## src/gb_mem_pkg.sv

```systemverilog
`default_nettype none

package gb_mem_pkg;

   // cpu bus widths
   localparam int ADDR_W = 16;
   localparam int DATA_W = 8;

   // external flash address width
   localparam int FLASH_AW = 24;

   // boot flash sits at the bottom of the map, end inclusive
   localparam logic [ADDR_W-1:0] FLASH_END = 16'h0140;

   localparam logic [ADDR_W-1:0] VRAM_START = 16'h8000;
   localparam logic [ADDR_W-1:0] VRAM_END = 16'h9FFF;

   localparam logic [ADDR_W-1:0] WRAM_START = 16'hC000;
   localparam logic [ADDR_W-1:0] WRAM_END = 16'hDFFF;

   localparam logic [ADDR_W-1:0] OAM_START = 16'hFE00;
   localparam logic [ADDR_W-1:0] OAM_END = 16'hFE9F;

   // scanline register
   localparam logic [ADDR_W-1:0] LY_ADDR = 16'hFF44;

   // sound register windows, write only from this side
   localparam logic [ADDR_W-1:0] AUDIO_A_START = 16'hFF10;
   localparam logic [ADDR_W-1:0] AUDIO_A_END = 16'hFF1E;
   localparam logic [ADDR_W-1:0] AUDIO_B_START = 16'hFF20;
   localparam logic [ADDR_W-1:0] AUDIO_B_END = 16'hFF26;
   localparam logic [ADDR_W-1:0] AUDIO_C_START = 16'hFF30;
   localparam logic [ADDR_W-1:0] AUDIO_C_END = 16'hFF3F;

   // work ram array
   localparam int WRAM_DEPTH = 8192;
   localparam int WRAM_AW = 13;

   // vram with oam appended right after the 8k of vram
   localparam int VRAM_DEPTH = 8352;
   localparam int VRAM_AW = 14;
   localparam logic [VRAM_AW-1:0] OAM_BASE = 14'd8192;

   // line timing in cpu ticks
   localparam int TICK_W = 9;
   localparam int LINE_TICKS = 441;
   localparam int LAST_LINE = 153;

   typedef enum logic [2:0] {
      REGION_FLASH,
      REGION_WRAM,
      REGION_VRAM,
      REGION_OAM,
      REGION_LY,
      REGION_AUDIO,
      REGION_JUNK
   } region_t;

endpackage

`default_nettype wire

```

## src/read_data_mux.sv

```systemverilog
`timescale 1ns/1ps
`default_nettype none

module read_data_mux import gb_mem_pkg::*; (
   input  wire logic              clock,
   input  wire logic              reset,
   input  wire region_t           rd_region,
   input  wire logic              rd_pending,
   input  wire logic [DATA_W-1:0] wram_q,
   input  wire logic [DATA_W-1:0] vram_q,
   input  wire logic [DATA_W-1:0] flash_d,
   input  wire logic [DATA_W-1:0] ly,
   output logic [DATA_W-1:0]      rd_data,
   output logic                   rd_valid
);

   logic [DATA_W-1:0] sel_data;

   always_comb begin
      case (rd_region)
         REGION_FLASH: begin
            sel_data = flash_d;
         end
         REGION_WRAM: begin
            sel_data = wram_q;
         end
         // oam lives in the vram array
         REGION_VRAM, REGION_OAM: begin
            sel_data = vram_q;
         end
         REGION_LY: begin
            sel_data = ly;
         end
         default: begin
            // audio is write only, junk reads as zero
            sel_data = '0;
         end
      endcase
   end

   always_ff @(posedge clock or posedge reset) begin
      if (reset) begin
         rd_valid <= 1'b0;
      end else begin
         rd_valid <= rd_pending;
      end
   end

   // data holds until the next read completes
   always_ff @(posedge clock) begin
      if (rd_pending) begin
         rd_data <= sel_data;
      end
   end

endmodule

`default_nettype wire

```

## config.mk

```make
export PLATFORM = sky130hd
export DESIGN_NAME = read_data_mux
export DESIGN_NICKNAME = d
export VERILOG_FILES = /design/src/gb_mem_pkg.sv /design/src/read_data_mux.sv
export SDC_FILE = /design/constraint.sdc
export NUM_CORES = 1
export LEC_CHECK = 0
export BUFFER_PORTS_ARGS = -buffer_cell sky130_fd_sc_hd__buf_4
export CAP_MARGIN = 40
export CORE_UTILIZATION = 39
export CTS_BUF_LIST = sky130_fd_sc_hd__clkbuf_2
export CTS_CLUSTER_DIAMETER = 30
export DETAILED_ROUTE_END_ITERATION = 16
export GPL_ROUTABILITY_DRIVEN = 0
export HOLD_SLACK_MARGIN = 0.1
export PLACE_DENSITY = 0.91
export RECOVER_POWER = 50
export SYNTH_ARGS = -nofsm -noshare
export SYNTH_HDL_FRONTEND = slang
export SYNTH_SLANG_ARGS = --single-unit
```

## constraint.sdc

```tcl
create_clock -name clock -period 0.8 [get_ports clock]
set_clock_uncertainty 0.1 [all_clocks]
set_input_delay 0.04 -clock clock [delete_from_list [all_inputs] [get_ports clock]]
set_output_delay 0.04 -clock clock [all_outputs]
set_load 0.005 [all_outputs]
```

* After elaboration in Yosys (flattened, before gate mapping)
Cells that the tools add are included.
** Operators by class
- Multiplexer cells :: 1
- Equal/unequal tests :: 4
- Reductions and logical operators :: 2
** Operator list (count)
- $pmux 8 s4 :: 1
- $eq 3x2->1 const B :: 2
- $eq 3x1->1 const B :: 1
- $eq 3x3->1 const B :: 1
- $logic_not 3->1 :: 1
- $reduce_or 2->1 :: 1
** Word-level totals
- Bits of input ports :: 38
- Flip-flop bits (word level) :: 9
- Word-level logic and storage cells :: 9
- Output and inout bits :: 9

* Depth between registers and ports, before layout
Gate-level depths: netlist (run 1).
- Word-level depth :: 3
- Depth in mapped cells :: 4
- Depth with buffers taken out :: 2

* Least setup slack after synthesis (run 1)
Ideal clock, no wire load.
- Path kind :: input-to-reg
- Start point :: input rd_region[0]
- End point :: register rd_data[1], data pin
- Library setup time :: 0.261 ns
- Data arrival time :: 0.869 ns
- Cell stages on the path :: 3
- Data required time :: 0.439 ns
- Path slack :: -0.430 ns
- Cell sequence :: clkbuf_1 mux2_2 a221o_1
** Between the ends
- Cells in the longest elaborated chain, start to end :: 3
** Ends and longest elaborated chain
- start, declared :: RTL line read_data_mux.sv:7 : input wire region_t rd_region,
- $eq 3x2->1 :: RTL line read_data_mux.sv:20 : case (rd_region)
- $reduce_or 2->1 :: RTL line read_data_mux.sv:20
- $pmux 8 s4 * :: RTL line read_data_mux.sv:20
- net sel_data[1] :: RTL line read_data_mux.sv:17 : logic [DATA_W-1:0] sel_data;
- end signal, assigned :: RTL line read_data_mux.sv:52 : rd_data <= sel_data;
- end, declared :: RTL line read_data_mux.sv:13 : output logic [DATA_W-1:0] rd_data,
Mark *: on every way through the listed nets, which the timed path passes. The rest lies on a longest branch.
A chain may end at the register's enable or synchronous reset.

* Worst setup path after layout (run 1)
- Start point :: register rd_data[2]
- End point :: output rd_data[2]
No word-level cell between the ends.

==> results of run 1 <==
[power breakdown]
| part | internal [mW] | leakage [nW] | switching [mW] |
|---|---|---|---|
| Combinational | 0.321 | 0.427 | 0.139 |
| Sequential | 0.564 | 0.0889 | 0.0166 |
| Clock | 0.133 | 0.0166 | 0.185 |
[synthesized netlist by cell type (all sizes together)]
cell / number / area [µm²]
a221o: 8 / 80.08
nor4bb: 3 / 30.03
and4bb: 5 / 62.56
inv: 1 / 3.750
nor2b: 1 / 6.260
clkbuf: 3 / 11.26
mux2: 8 / 93.84
buf: 2 / 26.27
nor2: 2 / 7.510
edfxtp: 8 / 240.2
dfrtp: 1 / 25.02
[routing by layer]
metal / part of all wire [%] / track usage (%)
met1: 37 / 31.13
met2: 52 / 52.73
met3: 5.6 / 5.435
met4: 5.5 / 24.17
met5: 0 / 0
[path summary, 6_finish.rpt]
| path | to | slack (ps) |
|---|---|---|
| min in group asynchronous | rd_valid$_DFF_PP0_ | 70 |
| setup / recovery | rd_data[2] | -180 |
| max in group asynchronous | rd_valid$_DFF_PP0_ | 450 |
| hold / removal | rd_data[6]$_DFFE_PP_ | -30 |
[through the flow]
| step | instance area [µm²] | total power, mW | worst slack [ps] | instances |
|---|---|---|---|---|
| 4_1_cts | 1097 | 1.331 | -139.4 | 112 |
| 5_1_grt | 1105 | 1.428 | -196.9 | 112 |
| 3_5_place_dp | 962.2 | 0.9665 | -480.7 | 104 |
| 6_report | 1105 | 1.357 | -176.7 | 112 |
| 3_3_place_gp | 962.2 | 0.9481 | -416.9 | 104 |
| 2_1_floorplan | 601.8 | 0.7330 | -388.8 | 42 |
[repair_timing]
| item | in CTS | in global routing |
|---|---|---|
| gates cloned | 1 | 0 |
| hold endpoints to repair | 18 | 18 |
| endpoints found under the setup margin | 17 | 14 |
| pin swaps | 2 | 1 |
| setup buffers | 2 | 0 |
| resized for setup | 17 | 3 |
[state kept, by name, summed over array words and instances, names as in the netlist]
register  flops
rd_valid      1
rd_data       8
[kinds of logic after synthesis]
family	Yosys count	synth area share [%]
buffers and inverters	6	7.035
AND/OR/NAND/NOR	11	18.13
multiplexers	8	15.99
AO/OA/AOI/OAI	8	13.65
flip-flops	9	45.20
[cell type report]
class | instances | area, µm² | area share (%)
multi-input combinational | 27 | 314.1 | 28.43
inverter | 1 | 3.754 | 0.3398
tap | 15 | 18.77 | 1.699
timing repair buffer | 56 | 483.0 | 43.71
clock buffer | 4 | 20.02 | 1.812
sequential | 9 | 265.3 | 24.01
==> flow_summary.ini, run 1 <==
[setup_path]
cp.buffers_inverters = 1
start_kind = register
critPathKind = reg2out
crit_start = rd_data[2]$_DFFE_PP_
path_max_fanout = 1
cpMaxStageDelayCell = edfxtp_1
arrival_ps = 840
path_delay_family = flip-flops
path_depth = 1
end_kind = output port
cp_data_required_time_ps = 660
cpPeakStageDelay_ps = 440
path_cells = buf_6

[hold_path]
hold_path_class = in2reg
min_from = vram_q[6]
holdPathStages = 2

[route]
ant_nets = 0
drc = 0
drt_pre_antenna_iters = 4
post_drt_wl_per_cell_um = 19.49
wl_um = 2183
num_vias = 640
vias_per_cell = 5.714
drtIter0Drc = 14

[global_routing]
gr-total-overflow = 0
grt_pass1_wl_um = 3111
grt_use_total_pct = 30.25
grt_max_degree = 11
grt_pass1_vias = 666
antenna_found_initial = 0

[clocking]
cts_max_level = 1
clock-sinks = 9
cts_buffers = 3
hold_buffers = 1
cts_root_buffer = clkbuf_2
cts_tree = yes
clock_path_buffers = 2
cts.clk_slew.worst_paths_ps = 110

[power_and_ir_drop]
ir_worst_vdd_uv = 775.8
power_density_nw_per_um2 = 1229
leakagePower_nw = 0.5323

[finish]
fill_cells = 81
utilization_pct = 81.84
drive_gt1_share_pct = 74.23
layout.cells.most_common = buf_4
area_growth_syn_to_layout_pct = 88.27
layout.nets = 136
mostFrequentLayoutCells = buf_4, mux2_4, a221o_1, edfxtp_1
n_antenna_cell = 0

[sta]
fin_crit_ps = 976.7
fin_crit_sh_pct = 122.1
hold_viol = 6
worst_pin_slew_ps = 501.0
setup_viol = 16
max-slew-margin-rel_pct = 66.60
fmax_ghz = 1.024
grt_setup_unrepaired = true
hold_ws_ps = -25.39
drv_slew = 0
fin_tns_setup_ps = -1351
fin_ws_ps = -176.7

[floorplan]
fp.dieH_um = 40.79
dieArea_um2 = 1664
start_util_pct = 43.47
std_cell_rows = 13
coreArea_um2 = 1350
die_w_um = 40.79
pin_count = 47

[status]
violations = negative hold slack, negative setup slack
status = finished, violations left

[yosys]
yosysUniqueCellTypes = 13
syn_area_per_cell_um2 = 13.97
yosysSeqAreaShare_pct = 45.20
syn_inst = 42
syn-num-nets = 80
synth_seq_cells = 9
synth_area_um2 = 586.8
yosys_warnings = 0

[placed_design]
dp.final_hpwl_um = 1431
port_buffers = 46

[flow_run]
drv_cap = 0
No activity file was read; power rests on OpenSTA's default activity.
==> run 2, diff against run 1 <==
Settings changed: CORE_MARGIN from default to 5, SLEW_MARGIN from default to 20.
==> run 2 against run 1 <==
  * Critical path type unchanged
  * Sequential share of layout area shrank 0.79 points
  * Global-route usage shrank 12 points
  * The run still ends with negative hold slack, negative setup slack left
  * Clock power shrank 5%
  * Fmax grew 5.5%
  * Non-clock buffer count shrank 3
  * Cell area grew 3.4%
  * Sequential power is essentially flat
  * Final cell count shrank 1.8%
  * Via count shrank 4.4%
  * Core utilization shrank 4.2 points
  * First-iteration DRC count grew 21%
==> flow_summary.ini, run 2 (synthesis results as in run 1) <==
[setup_path]
arrival_ps = 790
critPathKind = reg2out
path_delay_family = flip-flops
cpMaxStageDelayCell = edfxtp_1
path_max_fanout = 1
start_kind = register
end_kind = output port
cp_data_required_time_ps = 660
cp.buffers_inverters = 1
cpPeakStageDelay_ps = 400
path_cells = buf_6

[floorplan]
fp.dieH_um = 48.79
coreArea_um2 = 1471
dieArea_um2 = 2380
start_util_pct = 39.88
pin_count = 47
std_cell_rows = 14
die_w_um = 48.79

[route]
drc = 0
num_vias = 612
drtIter0Drc = 17
vias_per_cell = 5.564
ant_nets = 0
wl_um = 2119
drt_pre_antenna_iters = 4
post_drt_wl_per_cell_um = 19.26

[global_routing]
antenna_found_initial = 0
grt_pass1_vias = 640
gr-total-overflow = 0
grt_max_degree = 10
grt_use_total_pct = 18.13
grt_pass1_wl_um = 3298

[clocking]
cts_root_buffer = clkbuf_2
cts_setup_buffers = 0
clock_path_buffers = 2
clock-sinks = 9
cts_buffers = 3
hold_buffers = 1
cts_max_level = 1
cts_tree = yes
cts.clk_slew.worst_paths_ps = 90

[sta]
fin_ws_ps = -125.9
drv_slew = 0
hold_ws_ps = -14.20
fmax_ghz = 1.080
hold_viol = 5
fin_crit_ps = 925.9
fin_crit_sh_pct = 115.7
max-slew-margin-rel_pct = 66.78
worst_pin_slew_ps = 498.4
setup_viol = 17
grt_setup_unrepaired = true

[finish]
largest_reg_flops = 8
reg_top3 = rd_data: 8 flops, rd_valid: 1 flops
area_growth_syn_to_layout_pct = 94.67
layout.nets = 133
design_area_um2 = 1142
n_antenna_cell = 0
utilization_pct = 77.64
drive_gt1_share_pct = 74.47
largest_register = rd_data
regArea_um2 = 265.3
mostFrequentLayoutCells = buf_4, mux2_4, a221o_1, edfxtp_1, buf_6
multi_input_area_um2 = 316.6
layout.cells.most_common = buf_4
fill_cells = 73

[power_and_ir_drop]
leakagePower_nw = 0.5388
p_total_mw = 1.363
power_density_nw_per_um2 = 1193
ir_worst_vdd_uv = 623.5

[hold_path]
hold_path_class = in2reg

[status]
violations = negative hold slack, negative setup slack
status = finished, violations left

[placed_design]
port_buffers = 46
placed_cell_area_um2 = 953.4
dp.final_hpwl_um = 1421

[flow_run]
drv_cap = 0
[run 2: what timing repair did]
| item | 4_1_cts | 5_1_grt |
|---|---|---|
| gates resized for setup | 18 | 6 |
| endpoints found under the hold margin | 18 | 18 |
| pin swaps | 3 | 0 |
| gates cloned | 3 | 0 |
| setup endpoints to repair | 17 | 17 |
[run 2: cell type report]
class / instances / area share, %
Timing Repair Buffer: 53 / 45.24
Multi-Input combinational cell: 27 / 27.71
Sequential cell: 9 / 23.22
Clock buffer: 4 / 1.752
Tap cell: 16 / 1.752
Inverter: 1 / 0.3286
[run 2: worst paths after layout]
| path | slack [ps] | cells past startpoint | from | endpoint |
|---|---|---|---|---|
| min in group asynchronous | 100 | 3 | reset | rd_valid$_DFF_PP0_ |
| worst min-delay path | -10 | 2 | vram_q[2] | rd_data[2]$_DFFE_PP_ |
| max in group asynchronous | 410 | 3 | reset | rd_valid$_DFF_PP0_ |
| worst max-delay path | -130 | 1 | rd_data[2]$_DFFE_PP_ | rd_data[2] |
[run 2: metal layers]
layer  wire [µm]  track usage, %
met5           0               0
met4          59           10.76
met3         162           6.728
met2        1122           30.65
met1         774           18.85
[run 2: power breakdown]
part	total, mW	internal [mW]	switching [mW]
sequential	0.580	0.564	0.0163
clock	0.303	0.133	0.170
combinational	0.480	0.344	0.136
[run 2: stage by stage]
stage | hold WS (ps) | cells | setup TNS, ps | setup WS, ps
6_report | -14.20 | 110 | -1216 | -125.9
2_1_floorplan | -331.3 | 42 | -2472 | -388.8
3_3_place_gp | -215.8 | 102 | -3256 | -421.9
4_1_cts | -122.0 | 110 | -1162 | -135.6
5_1_grt | -31.29 | 110 | -1504 | -158.7
3_5_place_dp | -201.9 | 102 | -3444 | -457.9
