--- config.mk ---
export PLATFORM = sky130hd
export DESIGN_NAME = gb_bus_decoder
export DESIGN_NICKNAME = d
export VERILOG_FILES = /design/src/gb_mem_pkg.sv /design/src/gb_bus_decoder.sv
export SDC_FILE = /design/constraint.sdc
export NUM_CORES = 1
export LEC_CHECK = 0
export ABC_CLOCK_PERIOD_IN_PS = 4300
export BUFFER_PORTS_ARGS = -buffer_cell sky130_fd_sc_hd__buf_2
export CAP_MARGIN = 20
export CORE_AREA = 2 2 61 63
export CTS_CLUSTER_SIZE = 12
export DETAILED_ROUTE_END_ITERATION = 8
export DIE_AREA = 0 0 63 65
export HOLD_SLACK_MARGIN = 0.03
export PLACE_DENSITY = 0.83
export REMOVE_ABC_BUFFERS = 1
export SETUP_SLACK_MARGIN = 0.2
export SYNTH_ARGS = -nofsm -noshare
export SYNTH_HDL_FRONTEND = slang
export SYNTH_SLANG_ARGS = --single-unit
--- constraint.sdc ---
create_clock -name clock -period 4.3 [get_ports clock]
set_clock_uncertainty 0.1 [all_clocks]
set_input_delay 0.215 -clock clock [delete_from_list [all_inputs] [get_ports clock]]
set_output_delay 0.215 -clock clock [all_outputs]
set_load 0.03 [all_outputs]
--- src/gb_mem_pkg.sv ---
`default_nettype none

package gb_mem_pkg;

   // cpu bus widths
   localparam int ADDR_W = 16;
   localparam int DATA_W = 8;

   // external flash address width
   localparam int FLASH_AW = 24;

   // boot flash sits at the bottom of the map, end inclusive
   localparam logic [ADDR_W-1:0] FLASH_END = 16'h0140;

   localparam logic [ADDR_W-1:0] VRAM_START = 16'h8000;
   localparam logic [ADDR_W-1:0] VRAM_END = 16'h9FFF;

   localparam logic [ADDR_W-1:0] WRAM_START = 16'hC000;
   localparam logic [ADDR_W-1:0] WRAM_END = 16'hDFFF;

   localparam logic [ADDR_W-1:0] OAM_START = 16'hFE00;
   localparam logic [ADDR_W-1:0] OAM_END = 16'hFE9F;

   // scanline register
   localparam logic [ADDR_W-1:0] LY_ADDR = 16'hFF44;

   // sound register windows, write only from this side
   localparam logic [ADDR_W-1:0] AUDIO_A_START = 16'hFF10;
   localparam logic [ADDR_W-1:0] AUDIO_A_END = 16'hFF1E;
   localparam logic [ADDR_W-1:0] AUDIO_B_START = 16'hFF20;
   localparam logic [ADDR_W-1:0] AUDIO_B_END = 16'hFF26;
   localparam logic [ADDR_W-1:0] AUDIO_C_START = 16'hFF30;
   localparam logic [ADDR_W-1:0] AUDIO_C_END = 16'hFF3F;

   // work ram array
   localparam int WRAM_DEPTH = 8192;
   localparam int WRAM_AW = 13;

   // vram with oam appended right after the 8k of vram
   localparam int VRAM_DEPTH = 8352;
   localparam int VRAM_AW = 14;
   localparam logic [VRAM_AW-1:0] OAM_BASE = 14'd8192;

   // line timing in cpu ticks
   localparam int TICK_W = 9;
   localparam int LINE_TICKS = 441;
   localparam int LAST_LINE = 153;

   typedef enum logic [2:0] {
      REGION_FLASH,
      REGION_WRAM,
      REGION_VRAM,
      REGION_OAM,
      REGION_LY,
      REGION_AUDIO,
      REGION_JUNK
   } region_t;

endpackage

`default_nettype wire

--- src/gb_bus_decoder.sv ---
`timescale 1ns/1ps
`default_nettype none

module gb_bus_decoder import gb_mem_pkg::*; (
   input  wire logic                clock,
   input  wire logic                reset,
   input  wire logic [ADDR_W-1:0]   addr,
   input  wire logic                mem_we,
   input  wire logic                mem_re,
   output logic                     wram_we,
   output logic [WRAM_AW-1:0]       wram_index,
   output logic                     vram_we,
   output logic [VRAM_AW-1:0]       vram_index,
   output logic [FLASH_AW-1:0]      flash_a,
   output region_t                  rd_region,
   output logic                     rd_pending,
   output logic                     audio_we,
   output logic [7:0]               audio_addr
);

   region_t           region;
   logic              is_read;
   logic              audio_hit;
   logic [ADDR_W-1:0] wram_off;
   logic [ADDR_W-1:0] vram_off;
   logic [ADDR_W-1:0] oam_off;

   // address map, first match wins
   always_comb begin
      if (addr <= FLASH_END) begin
         region = REGION_FLASH;
      end else if (addr >= VRAM_START && addr <= VRAM_END) begin
         region = REGION_VRAM;
      end else if (addr >= WRAM_START && addr <= WRAM_END) begin
         region = REGION_WRAM;
      end else if (addr >= OAM_START && addr <= OAM_END) begin
         region = REGION_OAM;
      end else if (addr == LY_ADDR) begin
         region = REGION_LY;
      end else if ((addr >= AUDIO_A_START && addr <= AUDIO_A_END) ||
                   (addr >= AUDIO_B_START && addr <= AUDIO_B_END) ||
                   (addr >= AUDIO_C_START && addr <= AUDIO_C_END)) begin
         region = REGION_AUDIO;
      end else begin
         // timer, dma and unmapped space all land here
         region = REGION_JUNK;
      end
   end

   // a write wins when both strobes are up
   assign is_read = mem_re && !mem_we;
   assign audio_hit = mem_we && (region == REGION_AUDIO);

   assign wram_we = mem_we && (region == REGION_WRAM);
   assign vram_we = mem_we && (region == REGION_VRAM || region == REGION_OAM);

   // rebase into each array
   assign wram_off = addr - WRAM_START;
   assign vram_off = addr - VRAM_START;
   assign oam_off = addr - OAM_START;

   assign wram_index = wram_off[WRAM_AW-1:0];

   // oam entries follow the vram bytes in the shared array
   assign vram_index = (region == REGION_OAM) ? oam_off[VRAM_AW-1:0] + OAM_BASE :
                                                vram_off[VRAM_AW-1:0];

   // read context travels one stage with the ram read
   always_ff @(posedge clock or posedge reset) begin
      if (reset) begin
         rd_pending <= 1'b0;
         rd_region <= REGION_JUNK;
         flash_a <= '0;
         audio_we <= 1'b0;
      end else begin
         rd_pending <= is_read;
         rd_region <= region;
         audio_we <= audio_hit;
         if (is_read && region == REGION_FLASH) begin
            flash_a <= {{(FLASH_AW-ADDR_W){1'b0}}, addr};
         end
      end
   end

   // low byte picks the sound register
   always_ff @(posedge clock) begin
      if (audio_hit) begin
         audio_addr <= addr[7:0];
      end
   end

endmodule

`default_nettype wire

**Word-level counts from Yosys, hierarchy flattened**

Index checks and enable logic that the tools add are counted.

- Reduce and logical (&&, ||, !) cells: 16
- Equality and inequality tests: 5
- $lt $le $gt $ge: 13
- $add $sub $neg: 4
- Mux-type cells: 7

Operator list:

| kind | number |
|---|---|
| greater-or-equal comparator 16 bit, second input constant | 6 |
| less-or-equal comparator 16 bit, second input constant | 6 |
| equality test 16 bit, second input constant | 1 |
| less-or-equal comparator 16 x 9 -> 1 bit, second input constant | 1 |
| adder 14 bit, second input constant | 1 |
| two-way mux 14 bit | 1 |
| subtractor 14 x 1 -> 14 bit, second input constant | 1 |
| subtractor 14 bit, second input constant | 1 |
| subtractor 13 x 1 -> 13 bit, second input constant | 1 |
| two-way mux 3 bit | 4 |
| logical AND 1 bit | 11 |
| equality test 3 x 2 -> 1 bit, second input constant | 2 |
| two-way mux 2 bit | 2 |
| equality test 3 x 1 -> 1 bit, second input constant | 1 |
| equality test 3 bit, second input constant | 1 |
| logical NOT 3 bit | 1 |
| logical OR 1 bit | 3 |
| logical NOT 1 bit | 1 |

- Logic and storage cells: 50
- Flip-flop bits (word level): 29
- Input port bits: 20
- Output and inout port bits: 66

**Longest topological paths before layout**

- Depth in word-level cells: 13
- Mapped depth: 7
- Depth with buffers taken out: 7

**Least setup slack after synthesis**

OpenSTA, ideal clock, no wires.

- Path kind: input to register
- Start: input port addr[9]
- End: register audio_addr[0], enable pin
- Path buffers: 0
- Data required time: 3.865 ns
- Arrival time: 1.608 ns
- Stages on the path: 7
- Setup slack: 2.257 ns
- Cell sequence: ha_1 -> and3_2 -> nand4_1 -> a211oi_4 -> or3_4 -> inv_2 -> and3_1

- Elaborated cells on any way between the ends: 30

RTL lines:

| element | RTL line | source |
|---|---|---|
| start, declared | gb_bus_decoder.sv:7 | `input wire logic [ADDR_W-1:0] addr,` |
| greater-or-equal comparator 16 bit or less-or-equal comparator 16 bit (tied branches) | gb_bus_decoder.sv:36 | `end else if (addr >= OAM_START && addr <= OAM_END) begin` |
| logical AND 1 bit | gb_bus_decoder.sv:36 |  |
| two-way mux 3 bit | gb_bus_decoder.sv:36 |  |
| two-way mux 3 bit | gb_bus_decoder.sv:34 | `end else if (addr >= WRAM_START && addr <= WRAM_END) begin` |
| two-way mux 3 bit | gb_bus_decoder.sv:32 | `end else if (addr >= VRAM_START && addr <= VRAM_END) begin` |
| two-way mux 3 bit * | gb_bus_decoder.sv:30 | `if (addr <= FLASH_END) begin` |
| named net region[2] | gb_bus_decoder.sv:21 | `region_t region;` |
| equality test 3 bit * | gb_bus_decoder.sv:52 | `assign audio_hit = mem_we && (region == REGION_AUDIO);` |
| logical AND 1 bit * | gb_bus_decoder.sv:52 |  |
| named net audio_hit | gb_bus_decoder.sv:23 | `logic audio_hit;` |
| end signal, assigned | gb_bus_decoder.sv:88 | `audio_addr <= addr[7:0];` |
| end, declared | gb_bus_decoder.sv:18 | `output logic [7:0] audio_addr` |

Mark *: on every way through the listed nets, which the timed path passes. The rest lies on a longest branch.
A chain may end at the register's enable or synchronous reset.

**Final worst setup path**

- Start: input port addr[9]
- End: output port vram_we

- Longest elaborated chain between the ends: 13
- Elaborated cells on any way between the ends: 32

RTL lines:

| element | RTL line | source |
|---|---|---|
| greater-or-equal comparator 16 bit (tied with other cells) | gb_bus_decoder.sv:40 | `end else if ((addr >= AUDIO_A_START && addr <= AUDIO_A_END) \|\|` |
| logical AND 1 bit, on equally long branches | gb_bus_decoder.sv:40, gb_bus_decoder.sv:41 |  |
| logical OR 1 bit | gb_bus_decoder.sv:40 |  |
| logical OR 1 bit | gb_bus_decoder.sv:41 | `(addr >= AUDIO_B_START && addr <= AUDIO_B_END) \|\|` |
| two-way mux 2 bit | gb_bus_decoder.sv:40 |  |
| two-way mux 2 bit | gb_bus_decoder.sv:38 | `end else if (addr == LY_ADDR) begin` |
| two-way mux 3 bit | gb_bus_decoder.sv:36 |  |
| two-way mux 3 bit | gb_bus_decoder.sv:34 |  |
| two-way mux 3 bit | gb_bus_decoder.sv:32 |  |
| two-way mux 3 bit * | gb_bus_decoder.sv:30 |  |
| named net region[1] | gb_bus_decoder.sv:21 |  |
| equality test 3 x 2 -> 1 bit | gb_bus_decoder.sv:55 | `assign vram_we = mem_we && (region == REGION_VRAM \|\| region == REGION_OAM);` |
| logical OR 1 bit * | gb_bus_decoder.sv:55 |  |
| logical AND 1 bit * | gb_bus_decoder.sv:55 |  |
| end, declared | gb_bus_decoder.sv:12 | `output logic vram_we,` |

Marked as above.

==> results by group <==
STA
  – Min cycle time layout: 2210 ps
  – Unrepaired setup endpoints after global routing: no
  – Final Max Slew Viols: 0
  – Worst slew pin tran: 750 ps
  – Setup tns final: 0 ps
  – Final-report setup violation count: 0
  – Maximum achievable frequency: roughly 0.45 GHz
  – Final Hold Viols: 0
  – Headroom to the max-slew limit: 0.499
  – Fin Hold WS: 57.7 ps
  – Period utilization: 0.514

Floorplanning
  – Die boundary height: 65 um
  – Full die area: 0.00410 mm^2
  – Initial Util: 0.448
  – Number of I/O pins: 86
  – Placeable core area: roughly 0.0035 mm^2
  – Number of placement rows: 22
  – Width of the die: 63 um

Global routing
  – Met3 usage in global routing: 0.0573
  – GRT busiest layer: met2
  – Total routing usage reported by global routing: 0.156
  – Remaining Overflow, GRT: 0
  – Wire length of the first global-routing pass: 4770 um
  – Initial antenna violation count: 0
  – Maximum number of pins on one net before global-route repair: 22
  – Met2 track demand over resource: 0.259
  – GR met1 Demand/Resource: 0.182
  – Number of global-route vias before repair: 1014

Critical path
  – Slowest cell on crit path: sky130_fd_sc_hd__a211oi_1
  – Kind of cell adding the most delay to the critical path: compound AO/OA/AOI/OAI gates
  – Buffers and inverters on the worst path: 2
  – Arr. time, crit path: around 1900 ps
  – R2R Path Start: flash_a[5]
  – Endpoint of the most critical register-to-register path: flash_a[5]
  – Required time worst endpoint: 3980 ps
  – CP Max Fanout: 5
  – Launching element of the worst setup path: addr[9]
  – Worst-case register-to-register setup slack: 3440 ps
  – Type of element capturing the critical path: output pin
  – Worst path max stage delay: between 300 and 400 ps
  – Count of cells along the worst register-to-register path: 1
  – Worst setup SP type: input pin
  – Worst path cell trace: buf_2 -> ha_1 -> and4b_1 -> a31oi_1 -> o211ai_1 -> a211oi_1 -> and3_1 -> buf_2
  – Worst setup path class: in -> out
  – Cell repeated most along the worst path: sky130_fd_sc_hd__buf_2

Layout
  – Count of nets after finishing: 214
  – Antenna diode instance count: 0
  – Area taken by multi-input logic gates: 563 um^2
  – Fraction of the core area covered by cells at the end of the flow: 0.540
  – Post-layout instance area: 0.00189 mm^2
  – Number of fill cells: between 300 and 400
  – Share of final-layout standard cells stronger than drive strength 1: 0.536
  – Storage cell area: slightly below 800 um^2
  – Synthesis-to-finish area growth: 20.4%

Outcome
  – Outcome: finished clean

CTS
  – TritonCTS clock tree: done
  – Skew-Pair Late Insertion Delay: ~320 ps
  – Clk Tree Root Cell: sky130_fd_sc_hd__clkbuf_4
  – Number of buffers added by the clock tree synthesis step: 5
  – Clk pin slew, worst setup/hold paths: 80 ps
  – Largest buffer count on any clock path: 2
  – Setup repair bufs after CTS: 0
  – Number of sinks handled by clock tree synthesis: 29
  – Max H-tree Level: 2

Yosys
  – Post-synth top area cell: sky130_fd_sc_hd__dfrtp_1
  – Most common cell in the synthesized netlist: sky130_fd_sc_hd__buf_4
  – Largest family of logic cells by synthesized area: simple AND/OR/NAND/NOR gates
  – Mean Syn Cell Area: 11.9 um^2
  – Area share of the largest cell type after synthesis: 0.303
  – Post-synthesis async set-or-reset flop share: 0.724
  – Yosys Warn Count: 0
  – Complex-gate fraction of the synthesized area: 0.0718
  – Gate Count Post-Synth: between 100 and 150
  – Sequential fraction of the synthesis area: 0.490
  – Seq cells post-synth: 29
  – EDFF count, synth: 8
  – Number of unique standard cell types used by synthesis: 41
  – XOR/XNOR Fraction of Synth Area: 0.0112
  – Adder-Cell Fraction of Synth Area: 0.00798
  – Most used flip-flop cell after synthesis: sky130_fd_sc_hd__dfrtp_1
  – Combined area of all synthesized cells: 0.00157 mm^2
  – Synthesized-area fraction occupied by and/or/nand/nor cells: 0.170
  – Portion of netlist area occupied by mux cells: 0.0790
  – List of most frequent post-synthesis cells: sky130_fd_sc_hd__buf_4, sky130_fd_sc_hd__dfrtp_1, sky130_fd_sc_hd__edfxtp_1, sky130_fd_sc_hd__nor2b_1, sky130_fd_sc_hd__mux2_2
  – Area contributors post-synth: sky130_fd_sc_hd__dfrtp_1, sky130_fd_sc_hd__edfxtp_1, sky130_fd_sc_hd__buf_4, sky130_fd_sc_hd__mux2_2, sky130_fd_sc_hd__dfstp_2

Power
  – Worst vdd ir: around 0.00031 V
  – Cell Pwr Density: about 330 mW/mm^2
  – Total power: 620 uW
  – Leak: just under 0.001 uW

Worst hold path
  – End point of the most critical hold path: rd_pending
  – Hold Path Origin: mem_re
  – Worst min-delay path category: in -> reg
  – Number of instances on the worst hold path: 2

Detailed routing
  – Violation count after the first detailed-route iteration: 8
  – Routed length per placed instance: 12.7 um
  – DRC Markers: 0
  – Routed wire length: approximately 3100 um
  – Via/cell ratio: between 4 and 5
  – Length of the first detailed-routing pass in iterations: 6
  – Remaining number of nets flagged by the antenna check after routing: 0
  – Vias after detailed routing: 1174

Place
  – Post-detailed-placement cell area: 0.00179 mm^2
  – Detailed placement HPWL: 2370 um
  – Final RePlAce weighted congestion: between 0.8 and 0.9
  – I/O Buffers: 77

Run
  – Number of maximum-capacitance violations: 0
## flip-flops by register name, summed over array words and instances (netlist names)
signal and count:
audio_addr 8, rd_pending 1, audio_we 1, rd_region 3, flash_a 16
## final cells by class
type,instances,share of cell area
Multi-Input combinational cell,74,0.298
Tap cell,48,0.0318
Inverter,4,0.00796
Clock inverter,2,0.0179
Timing Repair Buffer,79,0.215
Sequential cell,29,0.407
Clock buffer,6,0.0219
## metal layers
metal  up-vias  wire, um
li1        552         -
met1       557      1220
met2        61      1540
met3         4       264
met4         0        44
met5         -         0
## cell usage in the layout, fill, tap and decap left out, types with 2 or more instances in the layout
master	netlist	final
sky130_fd_sc_hd__nand4_1	3	3
sky130_fd_sc_hd__nand2_1	2	2
sky130_fd_sc_hd__and3_1	2	2
sky130_fd_sc_hd__edfxtp_1	8	8
sky130_fd_sc_hd__inv_1	3	3
sky130_fd_sc_hd__o21ai_0	2	2
sky130_fd_sc_hd__nor4_1	2	2
sky130_fd_sc_hd__buf_2	0	77
sky130_fd_sc_hd__a21boi_0	3	3
sky130_fd_sc_hd__conb_1	1	8
sky130_fd_sc_hd__mux2_4	3	3
sky130_fd_sc_hd__nand2b_1	2	2
sky130_fd_sc_hd__dfstp_2	2	2
sky130_fd_sc_hd__mux2_2	7	7
sky130_fd_sc_hd__nor3_1	3	3
sky130_fd_sc_hd__a211oi_1	2	2
sky130_fd_sc_hd__and3_2	2	2
sky130_fd_sc_hd__nor2_1	3	3
sky130_fd_sc_hd__dfrtp_1	19	19
sky130_fd_sc_hd__dlygate4sd3_1	0	2
sky130_fd_sc_hd__nand3_1	3	3
sky130_fd_sc_hd__o211ai_1	2	2
sky130_fd_sc_hd__clkbuf_4	0	5
sky130_fd_sc_hd__nor2b_1	8	8
## power breakdown
part / leakage (uW) / switching [uW] / internal, uW
clock: 0.0000399 / 86.3 / 121
sequential: 0.000356 / 2.29 / 291
combinational: 0.000585 / 87.0 / 32.8
## cells by family (layout without fill, tap and decap cells)
kind of cell    after synthesis  after routing
simple gates                 39             39
buf+inv                      36             91
flops                        29             29
compound gates               14             14
mux                          10             10
xor+xnor                      2              2
fa+ha+maj                     1              1
other cells                   1              8
## worst max-delay path by stage
stage | cells past startpoint | to
after floorplan | 7 | audio_addr[0]
after global placement | 8 | audio_addr[4]
after detailed placement | 8 | audio_addr[7]
after CTS | 8 | wram_we
after global routing | 8 | wram_we
final | 8 | vram_we
## stage by stage
stage	worst slack, ps	cells
floorplan	2260	107
global placement	1960	232
detailed placement	1960	232
CTS	2120	242
global route	1950	242
finish	2090	242
## what timing repair did
action	in CTS	in global routing
hold buffers	2	0
gates resized for setup	0	0
hold endpoints to repair	20	0
Power figures use the tool's default switching activity.
