`src/gb_mem_pkg.sv`:
```
`default_nettype none

package gb_mem_pkg;

   // cpu bus widths
   localparam int ADDR_W = 16;
   localparam int DATA_W = 8;

   // external flash address width
   localparam int FLASH_AW = 24;

   // boot flash sits at the bottom of the map, end inclusive
   localparam logic [ADDR_W-1:0] FLASH_END = 16'h0140;

   localparam logic [ADDR_W-1:0] VRAM_START = 16'h8000;
   localparam logic [ADDR_W-1:0] VRAM_END = 16'h9FFF;

   localparam logic [ADDR_W-1:0] WRAM_START = 16'hC000;
   localparam logic [ADDR_W-1:0] WRAM_END = 16'hDFFF;

   localparam logic [ADDR_W-1:0] OAM_START = 16'hFE00;
   localparam logic [ADDR_W-1:0] OAM_END = 16'hFE9F;

   // scanline register
   localparam logic [ADDR_W-1:0] LY_ADDR = 16'hFF44;

   // sound register windows, write only from this side
   localparam logic [ADDR_W-1:0] AUDIO_A_START = 16'hFF10;
   localparam logic [ADDR_W-1:0] AUDIO_A_END = 16'hFF1E;
   localparam logic [ADDR_W-1:0] AUDIO_B_START = 16'hFF20;
   localparam logic [ADDR_W-1:0] AUDIO_B_END = 16'hFF26;
   localparam logic [ADDR_W-1:0] AUDIO_C_START = 16'hFF30;
   localparam logic [ADDR_W-1:0] AUDIO_C_END = 16'hFF3F;

   // work ram array
   localparam int WRAM_DEPTH = 8192;
   localparam int WRAM_AW = 13;

   // vram with oam appended right after the 8k of vram
   localparam int VRAM_DEPTH = 8352;
   localparam int VRAM_AW = 14;
   localparam logic [VRAM_AW-1:0] OAM_BASE = 14'd8192;

   // line timing in cpu ticks
   localparam int TICK_W = 9;
   localparam int LINE_TICKS = 441;
   localparam int LAST_LINE = 153;

   typedef enum logic [2:0] {
      REGION_FLASH,
      REGION_WRAM,
      REGION_VRAM,
      REGION_OAM,
      REGION_LY,
      REGION_AUDIO,
      REGION_JUNK
   } region_t;

endpackage

`default_nettype wire

```
`src/ly_counter.sv`:
```
`timescale 1ns/1ps
`default_nettype none

module ly_counter import gb_mem_pkg::*; (
   input  wire logic         clock,
   input  wire logic         reset,
   input  wire logic         cpu_tick,
   output logic [DATA_W-1:0] ly
);

   logic [TICK_W-1:0] tick_count;

   // position within the current line
   always_ff @(posedge clock or posedge reset) begin
      if (reset) begin
         tick_count <= '0;
         ly <= '0;
      end else if (cpu_tick) begin
         if (tick_count == TICK_W'(LINE_TICKS - 1)) begin
            tick_count <= '0;
            // last line of the frame goes back to line 0
            if (ly == DATA_W'(LAST_LINE)) begin
               ly <= '0;
            end else begin
               ly <= ly + 8'd1;
            end
         end else begin
            tick_count <= tick_count + 9'd1;
         end
      end
   end

endmodule

`default_nettype wire

```
`config.mk`:
```
export PLATFORM = sky130hd
export DESIGN_NAME = ly_counter
export DESIGN_NICKNAME = d
export VERILOG_FILES = /design/src/gb_mem_pkg.sv /design/src/ly_counter.sv
export SDC_FILE = /design/constraint.sdc
export NUM_CORES = 1
export LEC_CHECK = 0
export ABC_AREA = 1
export BUFFER_PORTS_ARGS = -buffer_cell sky130_fd_sc_hd__buf_2
export CAP_MARGIN = 25
export CORE_ASPECT_RATIO = 0.7
export CORE_MARGIN = 2
export CORE_UTILIZATION = 40
export DETAILED_ROUTE_END_ITERATION = 8
export PLACE_DENSITY = 0.6
export SYNTH_ARGS = -nofsm -noshare
export SYNTH_HDL_FRONTEND = slang
export SYNTH_SLANG_ARGS = --single-unit
```
`constraint.sdc`:
```
create_clock -name clock -period 1.7 [get_ports clock]
set_input_delay 0.085 -clock clock [delete_from_list [all_inputs] [get_ports clock]]
set_output_delay 0.085 -clock clock [all_outputs]
set_load 0.005 [all_outputs]
```
; ---- Word-level counts from Yosys, hierarchy flattened
; Cells that the tools add are included.
[op_classes]
addsub = 2
multipliers = 0
div_mod_pow = 0
magnitude_cmp = 0
n_eq_ne = 2
shift = 0
n_mux = 2
n_bitwise = 0
reduce_logical = 1
[ops]
columns = op, count
row1 = "adder 9 x 1 -> 9 bit, second input constant", 1
row2 = "== test 9 bit, second input constant", 1
row3 = two-way mux 9 bit, 1
row4 = "adder 8 x 1 -> 8 bit, second input constant", 1
row5 = "== test 8 bit, second input constant", 1
row6 = two-way mux 8 bit, 1
row7 = AND reduction 2 bit, 1
[word_totals]
regBits = 17
latch_bits = 0
ram_bits = 0
mem_bits_ro = 0
inputBits = 3
wordCells = 9
mem_count = 0

; ---- Longest topological paths before layout
; Gate-level depths: netlist (run 1).
[depth]
ltp_word = 2
mapped_depth = 8
ltp_nobuf = 8

; ---- Worst setup path before layout (run 1)
; Ideal clock, no wire load.
[synth_timing]
path_kind = reg2reg
from = reg tick_count[0]
to = reg ly[4]
setup_time_ns = 0.065
arrival_time_ns = 1.144
path_slack_ns = 0.491
path_stages_with_launch = 9
path_buffers = 0
synth_period_minus_slack_ns = 1.209
path_cell_list = dfrtp_1 -> inv_1 -> ha_1 -> inv_1 -> nor2_4 -> nand3_4 -> nor2_4 -> nand2_1 -> nand2_1
[synth_via]
elab_chain_cells = 2
[synth_rtl]
columns = item, line_no
row1 = start: declaration, ly_counter.sv:11  ; logic [TICK_W-1:0] tick_count;
row2 = start signal: assignment, ly_counter.sv:28  ; tick_count <= tick_count + 9'd1;
row3 = == test 9 bit, ly_counter.sv:19  ; if (tick_count == TICK_W'(LINE_TICKS - 1)) begin
row4 = AND reduction 2 bit (no source line), n/a
row5 = end signal: assignment, ly_counter.sv:25  ; ly <= ly + 8'd1;
row6 = end: declaration, ly_counter.sv:8  ; output logic [DATA_W-1:0] ly
; Every way passes these cells.
; A chain may end at the register's enable or synchronous reset.

; ---- Worst setup path after layout (run 1)
[layout_timing]
from = reg tick_count[0]
to = reg ly[1]
; The elaborated chain is that of the path after synthesis.

==> results_dict.tcl, run 1 <==
set metrics [dict create \
    outcome "complete, no violations" \
    reg2reg_depth 8 \
    p_leak_nw 0.6940 \
    grt_overflow 0 \
    clock_path_buffers 2 \
    fin_crit_sh_pct 81.03 \
    clk_pin_slew_ns 0.07 \
    crit_family "simple AND/OR/NAND/NOR gates" \
    max-cap-violations 0 \
    die_y_um 48.10 \
    cp_num_buf_inv 2 \
    grt_pass1_vias 874 \
    dieWidth_um 66.99 \
    dp_slack_ns 0.3469 \
    min_from "cpu_tick" \
    slowest_delay_ns 0.40 \
    drt_pass1_iterations 6 \
    layout-drive-gt1-share_pct 18.67 \
    fmax_mhz 725.9 \
    final_hold_viol_count 0 \
    final_antenna_net_count 0 \
    nets 174 \
    grt_setup_unrepaired "no" \
    yosysTopAreaCell "dfrtp_1" \
    numCtsBuffers 3 \
    r2r-end "ly[1]$_DFFE_PP0P_" \
    max-vdd-ir-drop_v 0.0004594 \
    tightest_slew_ns 0.6991 \
    hpwl_um 1763 \
    crit_type "reg -> reg" \
    post-cts-setup-buffers 0 \
    ys_seq_area_share_pct 38.29 \
    setup_viol 0 \
    slew_headroom_pct 53.34 \
    maxSlewViolCount 0 \
    crit_arrival_ns 1.57 \
    ios 11 \
    coreArea_um2 2552 \
    synth.top_cells.by_count "nand2_1 (53), inv_1 (19), dfrtp_1 (17)" \
    fin_cells 200 \
    h-tree-depth 1 \
    grt_usage_pct 17.06 \
    synth.top_cell.area_share_pct 38.29 \
    rrSetupSlack_ns 0.32 \
    cts_tree "done" \
    place_inst 195 \
    ys_warn_count 0 \
    crit_chain "inv_1, ha_1, inv_1, nor2_4, nand3_4, nor2_4, nand2_1, nand2_1" \
    syn_inst 152 \
    grt_max_degree 18 \
    syn_avg_cell_area_um2 7.310 \
    synth-edff-count 0 \
    vias 940 \
    drt_iter0_markers 63 \
    grt_antenna_before_repair 0 \
    reg2reg_from "tick_count[0]$_DFFE_PP0P_" \
    skew_ns 0.004426 \
    wl_per_cell_um 11.74 \
    fin_util_pct 49.07 \
    power_density_nw_per_um2 944.3 \
    worstSkewPairLatency_ns 0.25 \
    port_buffers 10 \
    vias_per_cell 4.700 \
    gp_congestion 0.7515 \
    syn-cell-area_um2 1111 \
    layout_min_cycle_time_ns 1.378 \
    crit_required_ns 1.89 \
    whs_endpoint "tick_count[0]$_DFFE_PP0P_" \
    worst_setup_path_end_kind "register" \
    whs_path_depth 3 \
    numClockSinks 17 \
    synth_nets 159 \
    root_buffer "clkbuf_8" \
    p_total_mw 1.183 \
    drt-total-wl_um 2347 \
    hp-class "in -> reg" \
    diodes 0 \
    grt_pass1_wl_um 3953 \
    crit_slowest_cell "dfrtp_1" \
    die-area_um2 3222 \
    synth_area_leaders "dfrtp_1 (38%), nand2_1 (18%), inv_1 (6.4%)" \
    synthFlopType "dfrtp_1" \
    async_flop_share_pct 100.0 \
    setup_ws_ns 0.3224 \
    start_util_pct 43.53 \
    drc 0 \
    fp-row-count 15 \
    area_growth_pct 12.73 \
    ys_ff_latch 17 \
    setup-tns-final_ns 0 \
    synth.most_common_cell "nand2_1" \
    critPathMaxFanout 9 \
    crit_path_start_kind "register" \
    synth_cell_types 24 \
]
[routing by layer]
layer | GRT usage, % | vias up | part of all wire, %
li1 | - | 494 | -
met1 | 23.93 | 433 | 54
met2 | 25.60 | 11 | 42
met3 | 5.774 | 2 | 3.4
met4 | 4.490 | 0 | 0.55
met5 | 0 | - | 0
[flip-flops by register name, summed over array words and instances, names as in the netlist]
name and count:
ly 8, tick_count 9
[worst min-delay path: stages]
cell and delay, ns:
buf_2 0.18, nand3_1 0.10, o21ai_0 0.08
[worst max-delay path by stage]
stage,start,end,slack (ns),cells past startpoint
after floorplan,tick_count[0]$_DFFE_PP0P_,ly[4]$_DFFE_PP0P_,0.49,8
after global placement,tick_count[0]$_DFFE_PP0P_,ly[1]$_DFFE_PP0P_,0.37,8
after detailed placement,tick_count[0]$_DFFE_PP0P_,ly[0]$_DFFE_PP0P_,0.35,8
after CTS,tick_count[0]$_DFFE_PP0P_,ly[1]$_DFFE_PP0P_,0.31,8
after global routing,tick_count[0]$_DFFE_PP0P_,ly[6]$_DFFE_PP0P_,0.18,8
final,tick_count[0]$_DFFE_PP0P_,ly[1]$_DFFE_PP0P_,0.32,8
[logic make-up after synthesis]
logic type / count (synthesis) / synth area share, %
AO/OA/AOI/OAI: 7 / 3.715
XOR/XNOR: 5 / 3.941
adder cells (fa/ha/maj): 4 / 4.505
buffers and inverters: 24 / 8.558
flip-flops: 17 / 38.29
AND/OR/NAND/NOR: 95 / 40.99
[through the flow]
step | hold slack [ns] | area, um2
CTS | 0.2301 | 1252
finish | 0.2306 | 1252
global placement | 0.2107 | 1196
floorplan | 0.01107 | 1111
detailed placement | 0.2271 | 1196
global route | 0.2440 | 1252
[placed cells by master, fill, tap and decap left out, types with 3 or more instances in the layout]
master    count
o21ai_0       4
nor2_2        3
inv_2         3
buf_2        10
clkbuf_8      3
nand3_1       6
nand2_1      53
nor2_1       16
xnor2_1       4
nand4_1       5
nor2_4        4
inv_1        19
dfrtp_1      17
ha_1          4
[power breakdown]
group          leakage (nW)  internal, mW  switching [mW]
logic                 0.449         0.108           0.211
registers             0.219         0.475          0.0866
clock network        0.0255         0.163           0.140
[cell type report]
cell class	instances	area (um2)
fillers	268	1300
repair buffers	11	60.06
clock inverters	1	5.005
clock buffers	3	41.29
well taps	34	42.54
inverters	23	87.58
flip-flops and latches	17	425.4
multi-input cells	111	590.6
[repair_timing]
item / CTS / global route
gates resized for setup: 0 / 0
hold buffers: 1 / 0
endpoints found under the hold margin: 17 / 0
(Power assumes the default switching activity.)
==> run 2, diff against run 1 <==
PLACE_DENSITY = 0.62   (was 0.6)
clock period = 1.1 ns   (was 1.7 ns; I/O delays follow)
==> results_dict.tcl, run 2 (synthesis gave the netlist of run 1 again) <==
set metrics [dict create \
    die-area_um2 3222 \
    grt_usage_pct 19.19 \
    fmax_mhz 772.3 \
    setup_ws_ns -0.1948 \
    root_buffer "clkbuf_8" \
    hp-class "in -> reg" \
    nets 202 \
    grt_overflow 0 \
    numCtsBuffers 3 \
    hpwl_um 1940 \
    setup_viol 17 \
    violations "negative setup slack" \
    grt_antenna_before_repair 0 \
    fillers 226 \
    die_y_um 48.10 \
    fin_crit_sh_pct 117.7 \
    maxSlewViolCount 0 \
    grt_pass1_wl_um 4340 \
    reg2reg_from "tick_count[1]$_DFFE_PP0P_" \
    largest-register "tick_count" \
    wl_per_cell_um 11.86 \
    whs_path_depth 3 \
    gp_congestion 0.8704 \
    crit_type "reg -> reg" \
    start_util_pct 43.53 \
    clock_path_buffers 2 \
    final_antenna_net_count 0 \
    cts_tree "done" \
    layout-drive-gt1-share_pct 38.66 \
    ios 11 \
    area_growth_pct 41.78 \
    layout_commonest_cell "nand2_1" \
    port_buffers 10 \
    critPathMaxFanout 6 \
    drt-total-wl_um 2704 \
    fp-row-count 15 \
    vias_per_cell 4.539 \
    drt_iter0_markers 35 \
    layout_min_cycle_time_ns 1.295 \
    drt_pass1_iterations 4 \
    reg2reg_depth 8 \
    layout_common_cells "nand2_1 (48), buf_4 (24), dfrtp_1 (17)" \
    worst_setup_path_end_kind "register" \
    crit_start "tick_count[1]$_DFFE_PP0P_" \
    p_leak_nw 0.8334 \
    grt_pass1_vias 952 \
    crit_chain "inv_2, ha_4, inv_2, nor2_4, nand3_4, nor2_4, nand2_1, nand2_1" \
    crit_path_start_kind "register" \
    cp_num_buf_inv 2 \
    fin_util_pct 61.72 \
    holdWs_ns 0.1754 \
    crit_family "simple AND/OR/NAND/NOR gates" \
    r2r-end "ly[1]$_DFFE_PP0P_" \
    worst-path-stages 8 \
    critPathCapture "ly[1]$_DFFE_PP0P_" \
    top_regs "tick_count: 9 flops, ly: 8 flops" \
    max-vdd-ir-drop_v 0.0009971 \
    max-cap-violations 0 \
    drc 0 \
    skew_ns 0.001514 \
    final_hold_viol_count 0 \
    clk_pin_slew_ns 0.07 \
    slowest_delay_ns 0.39 \
    grt_max_degree 18 \
    outcome "finished, violations left" \
    coreArea_um2 2552 \
    vias 1035 \
    power_density_nw_per_um2 1440 \
    crit_required_ns 1.30 \
    numClockSinks 17 \
    dieWidth_um 66.99 \
    diodes 0 \
    slew_headroom_pct 81.79 \
    worstSkewPairLatency_ns 0.26 \
    rrSetupSlack_ns -0.19 \
    h-tree-depth 1 \
    largest_reg_flops 9 \
    crit_arrival_ns 1.49 \
    tightest_slew_ns 0.2721 \
    crit_slowest_cell "dfrtp_1" \
    grt_setup_unrepaired "yes" \
]
==> run 2: cell types whose count changed in the layout (fill, tap and decap cells not counted), moves of 4 or more <==
cell     previous run  this run
buf_4               0        24
buf_6               0         4
nand2_1            53        48
nand2_2             2         7
==> run 2: per-layer routing <==
| layer | track usage, % | up-vias | wire length (um) |
|---|---|---|---|
| met5 | 0 | - | 0 |
| met2 | 28.40 | 23 | 1173 |
| met3 | 5.312 | 4 | 133 |
| li1 | - | 554 | - |
| met4 | 7.755 | 0 | 38 |
| met1 | 27.11 | 454 | 1360 |
==> run 2: where the power goes <==
| part | leakage [nW] | total [mW] | internal, mW | switching [mW] |
|---|---|---|---|---|
| registers | 0.219 | 0.813 | 0.734 | 0.0793 |
| logic | 0.588 | 0.978 | 0.441 | 0.538 |
| clock network | 0.0255 | 0.477 | 0.252 | 0.225 |
| total | 0.833 | 2.27 | 1.43 | 0.841 |
==> run 2: through the flow <==
| step | setup TNS, ns | power (mW) | std cells | worst slack [ns] | cell area [um2] |
|---|---|---|---|---|---|
| after detailed placement | -2.165 | 1.592 | 215 | -0.1871 | 1359 |
| after global routing | -3.502 | 2.418 | 228 | -0.2751 | 1575 |
| after global placement | -1.581 | 1.559 | 215 | -0.1549 | 1359 |
| after CTS | -2.220 | 2.118 | 224 | -0.1713 | 1469 |
| after floorplan | -0.3141 | 1.291 | 152 | -0.04956 | 1124 |
| final | -2.272 | 2.269 | 228 | -0.1948 | 1575 |
==> run 2: cell type report <==
type	instances	area, um2	area share (%)
clock buffer	3	41.29	2.621
clock inverter	1	5.005	0.3177
inverter	23	88.84	5.639
multi-input combinational	112	691.9	43.92
sequential	17	425.4	27.01
tap	34	42.54	2.701
timing repair buffer	38	280.3	17.79
==> run 2: how the worst min path moves through the flow <==
stage / from / endpoint / slack, ns
2_1_floorplan: reset / ly[0]$_DFFE_PP0P_ / -0.02
3_3_place_gp: reset / ly[3]$_DFFE_PP0P_ / 0.07
3_5_place_dp: reset / ly[3]$_DFFE_PP0P_ / 0.08
4_1_cts: cpu_tick / tick_count[0]$_DFFE_PP0P_ / 0.16
5_1_grt: cpu_tick / tick_count[1]$_DFFE_PP0P_ / 0.21
6_report: cpu_tick / tick_count[0]$_DFFE_PP0P_ / 0.18
==> run 2: timing repair <==
item	in CTS	in global routing
endpoints found under the hold margin	17	0
buffers inserted	3	4
hold buffers	1	0
gates resized for setup	5	20
gates cloned	1	0
endpoints found under the setup margin	18	18
pin swaps	8	12
==> run 2: worst register-to-register path, delay by kind of cell, from the launching register on <==
kind | cells | cell delay, ns
adders and majority gates | 1 | 0.14
buffers and inverters | 2 | 0.14
DFF | 1 | 0.39
and+or+nand+nor | 5 | 0.56
==> run 3, diff against run 2 <==
CORE_UTILIZATION = 35   (was 40)
CTS_BUF_LIST = sky130_fd_sc_hd__clkbuf_2 sky130_fd_sc_hd__clkbuf_4 sky130_fd_sc_hd__clkbuf_8   (was not set)
PLACE_DENSITY = 0.56   (was 0.62)
==> results_dict.tcl, run 3 (synthesis gave the netlist of run 1 again) <==
set metrics [dict create \
    switching_power_mw 0.8084 \
    start_util_pct 36.02 \
    h-tree-depth 1 \
    cts_tree "done" \
    grt_usage_pct 17.12 \
    skew_ns 0.007162 \
    max-vdd-ir-drop_v 0.0009726 \
    drt_pass1_iterations 4 \
    fin_crit_sh_pct 117.1 \
    grt_pass1_vias 1035 \
    outcome "finished, violations left" \
    largest_reg_flops 9 \
    setup_ws_ns -0.1882 \
    worstSkewPairLatency_ns 0.26 \
    crit_arrival_ns 1.48 \
    grt_overflow 0 \
    grt_setup_unrepaired "yes" \
    layout_min_cycle_time_ns 1.288 \
    drt-total-wl_um 2851 \
    p_sw_share_pct 36.07 \
    largest-register "tick_count" \
    layout_commonest_cell "nand2_1" \
    combinationalPowerShare_pct 42.7 \
    ios 11 \
    clk_pin_slew_ns 0.07 \
    dp_slack_ns -0.2106 \
    grt_pass1_wl_um 4712 \
    crit_type "reg -> reg" \
    die_y_um 51.14 \
    root_buffer "clkbuf_8" \
    critPathMaxFanout 6 \
    p_leak_nw 0.8565 \
    crit_required_ns 1.29 \
    worst_setup_path_end_kind "register" \
    setup_viol 17 \
    slew_headroom_pct 84.12 \
    layout-drive-gt1-share_pct 40.00 \
    hpwl_um 2021 \
    vias 1094 \
    dieWidth_um 71.34 \
    p_seq_share_pct 36.4 \
    die-area_um2 3648 \
    p_int_mw 1.432 \
    top_regs "tick_count: 9 flops, ly: 8 flops" \
    crit_path_start_kind "register" \
    drt_iter0_markers 60 \
    hp-class "in -> reg" \
    max-cap-violations 0 \
    final_hold_viol_count 0 \
    numCtsBuffers 3 \
    port_buffers 10 \
    diodes 0 \
    final_antenna_net_count 0 \
    fp-row-count 17 \
    vias_per_cell 4.597 \
    setup-tns-final_ns -2.386 \
    fmax_mhz 776.2 \
    maxSlewViolCount 0 \
    drc 0 \
    grt_antenna_before_repair 0 \
    area_growth_pct 42.91 \
    numClockSinks 17 \
    clock_path_buffers 2 \
    tightest_slew_ns 0.2381 \
    coreArea_um2 3084 \
    layout_common_cells "nand2_1 (49), buf_4 (33), inv_1 (16), dfrtp_1 (16), nor2_1 (14)" \
    clkPwrFrac_pct 20.9 \
    power_density_nw_per_um2 1411 \
    grt_max_degree 18 \
    violations "negative setup slack" \
    gp_congestion 0.8422 \
    nets 208 \
    wl_per_cell_um 11.98 \
]
-- run 3: changes by cell type in the layout (fill, tap and decap cells not counted), sizes merged --
| cell | delta |
|---|---|
| inv | -1 |
| buf | +6 |
| clkinv | +1 |
-- run 3: final timing paths --
path / startpoint / end / slack, ns / depth (start not counted)
min in group asynchronous: reset / tick_count[7]$_DFFE_PP0P_ / 0.34 / 4
max in group asynchronous: reset / ly[1]$_DFFE_PP0P_ / 0.56 / 4
max reg2reg: tick_count[0]$_DFFE_PP0P_ / ly[6]$_DFFE_PP0P_ / -0.19 / 8
min reg2reg: ly[6]$_DFFE_PP0P_ / ly[6]$_DFFE_PP0P_ / 0.57 / 2
min: cpu_tick / tick_count[2]$_DFFE_PP0P_ / 0.17 / 5
max: tick_count[0]$_DFFE_PP0P_ / ly[6]$_DFFE_PP0P_ / -0.19 / 8
-- run 3: power by group through the flow --
| stage | clock network (mW) | logic [mW] | registers (mW) |
|---|---|---|---|
| after floorplan | 0 | 0.442 | 0.850 |
| after detailed placement | 0 | 0.782 | 0.831 |
| after global placement | 0 | 0.764 | 0.822 |
| final | 0.468 | 0.956 | 0.816 |
| after CTS | 0.484 | 0.875 | 0.822 |
| after global routing | 0.517 | 1.06 | 0.830 |
-- run 3: timing repair --
action	4_1_cts	5_1_grt
hold buffers	1	0
setup buffers	4	6
pin swaps	6	11
resized for setup	9	10
endpoints found under the hold margin	17	0
endpoints found under the setup margin	17	17
cloned	1	0
-- run 3: metrics by stage --
step	hold slack [ns]	instance area [um2]	total power, mW	util, %	instances
floorplan	-0.01893	1124	1.291	-	152
global placement	0.07790	1386	1.587	44.95	222
detailed placement	0.07832	1386	1.613	44.95	222
CTS	0.1706	1505	2.181	48.80	232
global route	0.2042	1588	2.407	51.48	238
finish	0.1703	1588	2.241	51.48	238
-- run 3: metal layers --
layer  vias to the layer above  share of wire, %  wire length [um]  track usage, %
met5                         -                 0                 0               0
met4                         0              0.84                24           3.774
met3                         2               5.2               148           4.734
met2                        24                46              1318           28.24
met1                       501                48              1360           22.49
li1                        567                 -                 -               -
-- run 3: final cells by class --
class                           count  area (um2)
Inverter                           23       90.09
Multi-Input combinational cell    112       669.4
Tap cell                           38       47.55
Fill cell                         286        1496
Sequential cell                    17       426.7
Timing Repair Buffer               44       307.8
Clock inverter                      1       5.005
Clock buffer                        3       41.29
-- run 3: worst max-delay path, stage by stage (launching register included) --
cell	delay [ns]
dfrtp_1	0.41
inv_2	0.09
ha_4	0.15
inv_4	0.04
nor2_4	0.10
nand3_4	0.11
nor2_4	0.19
nand2_1	0.08
nand2_1	0.06
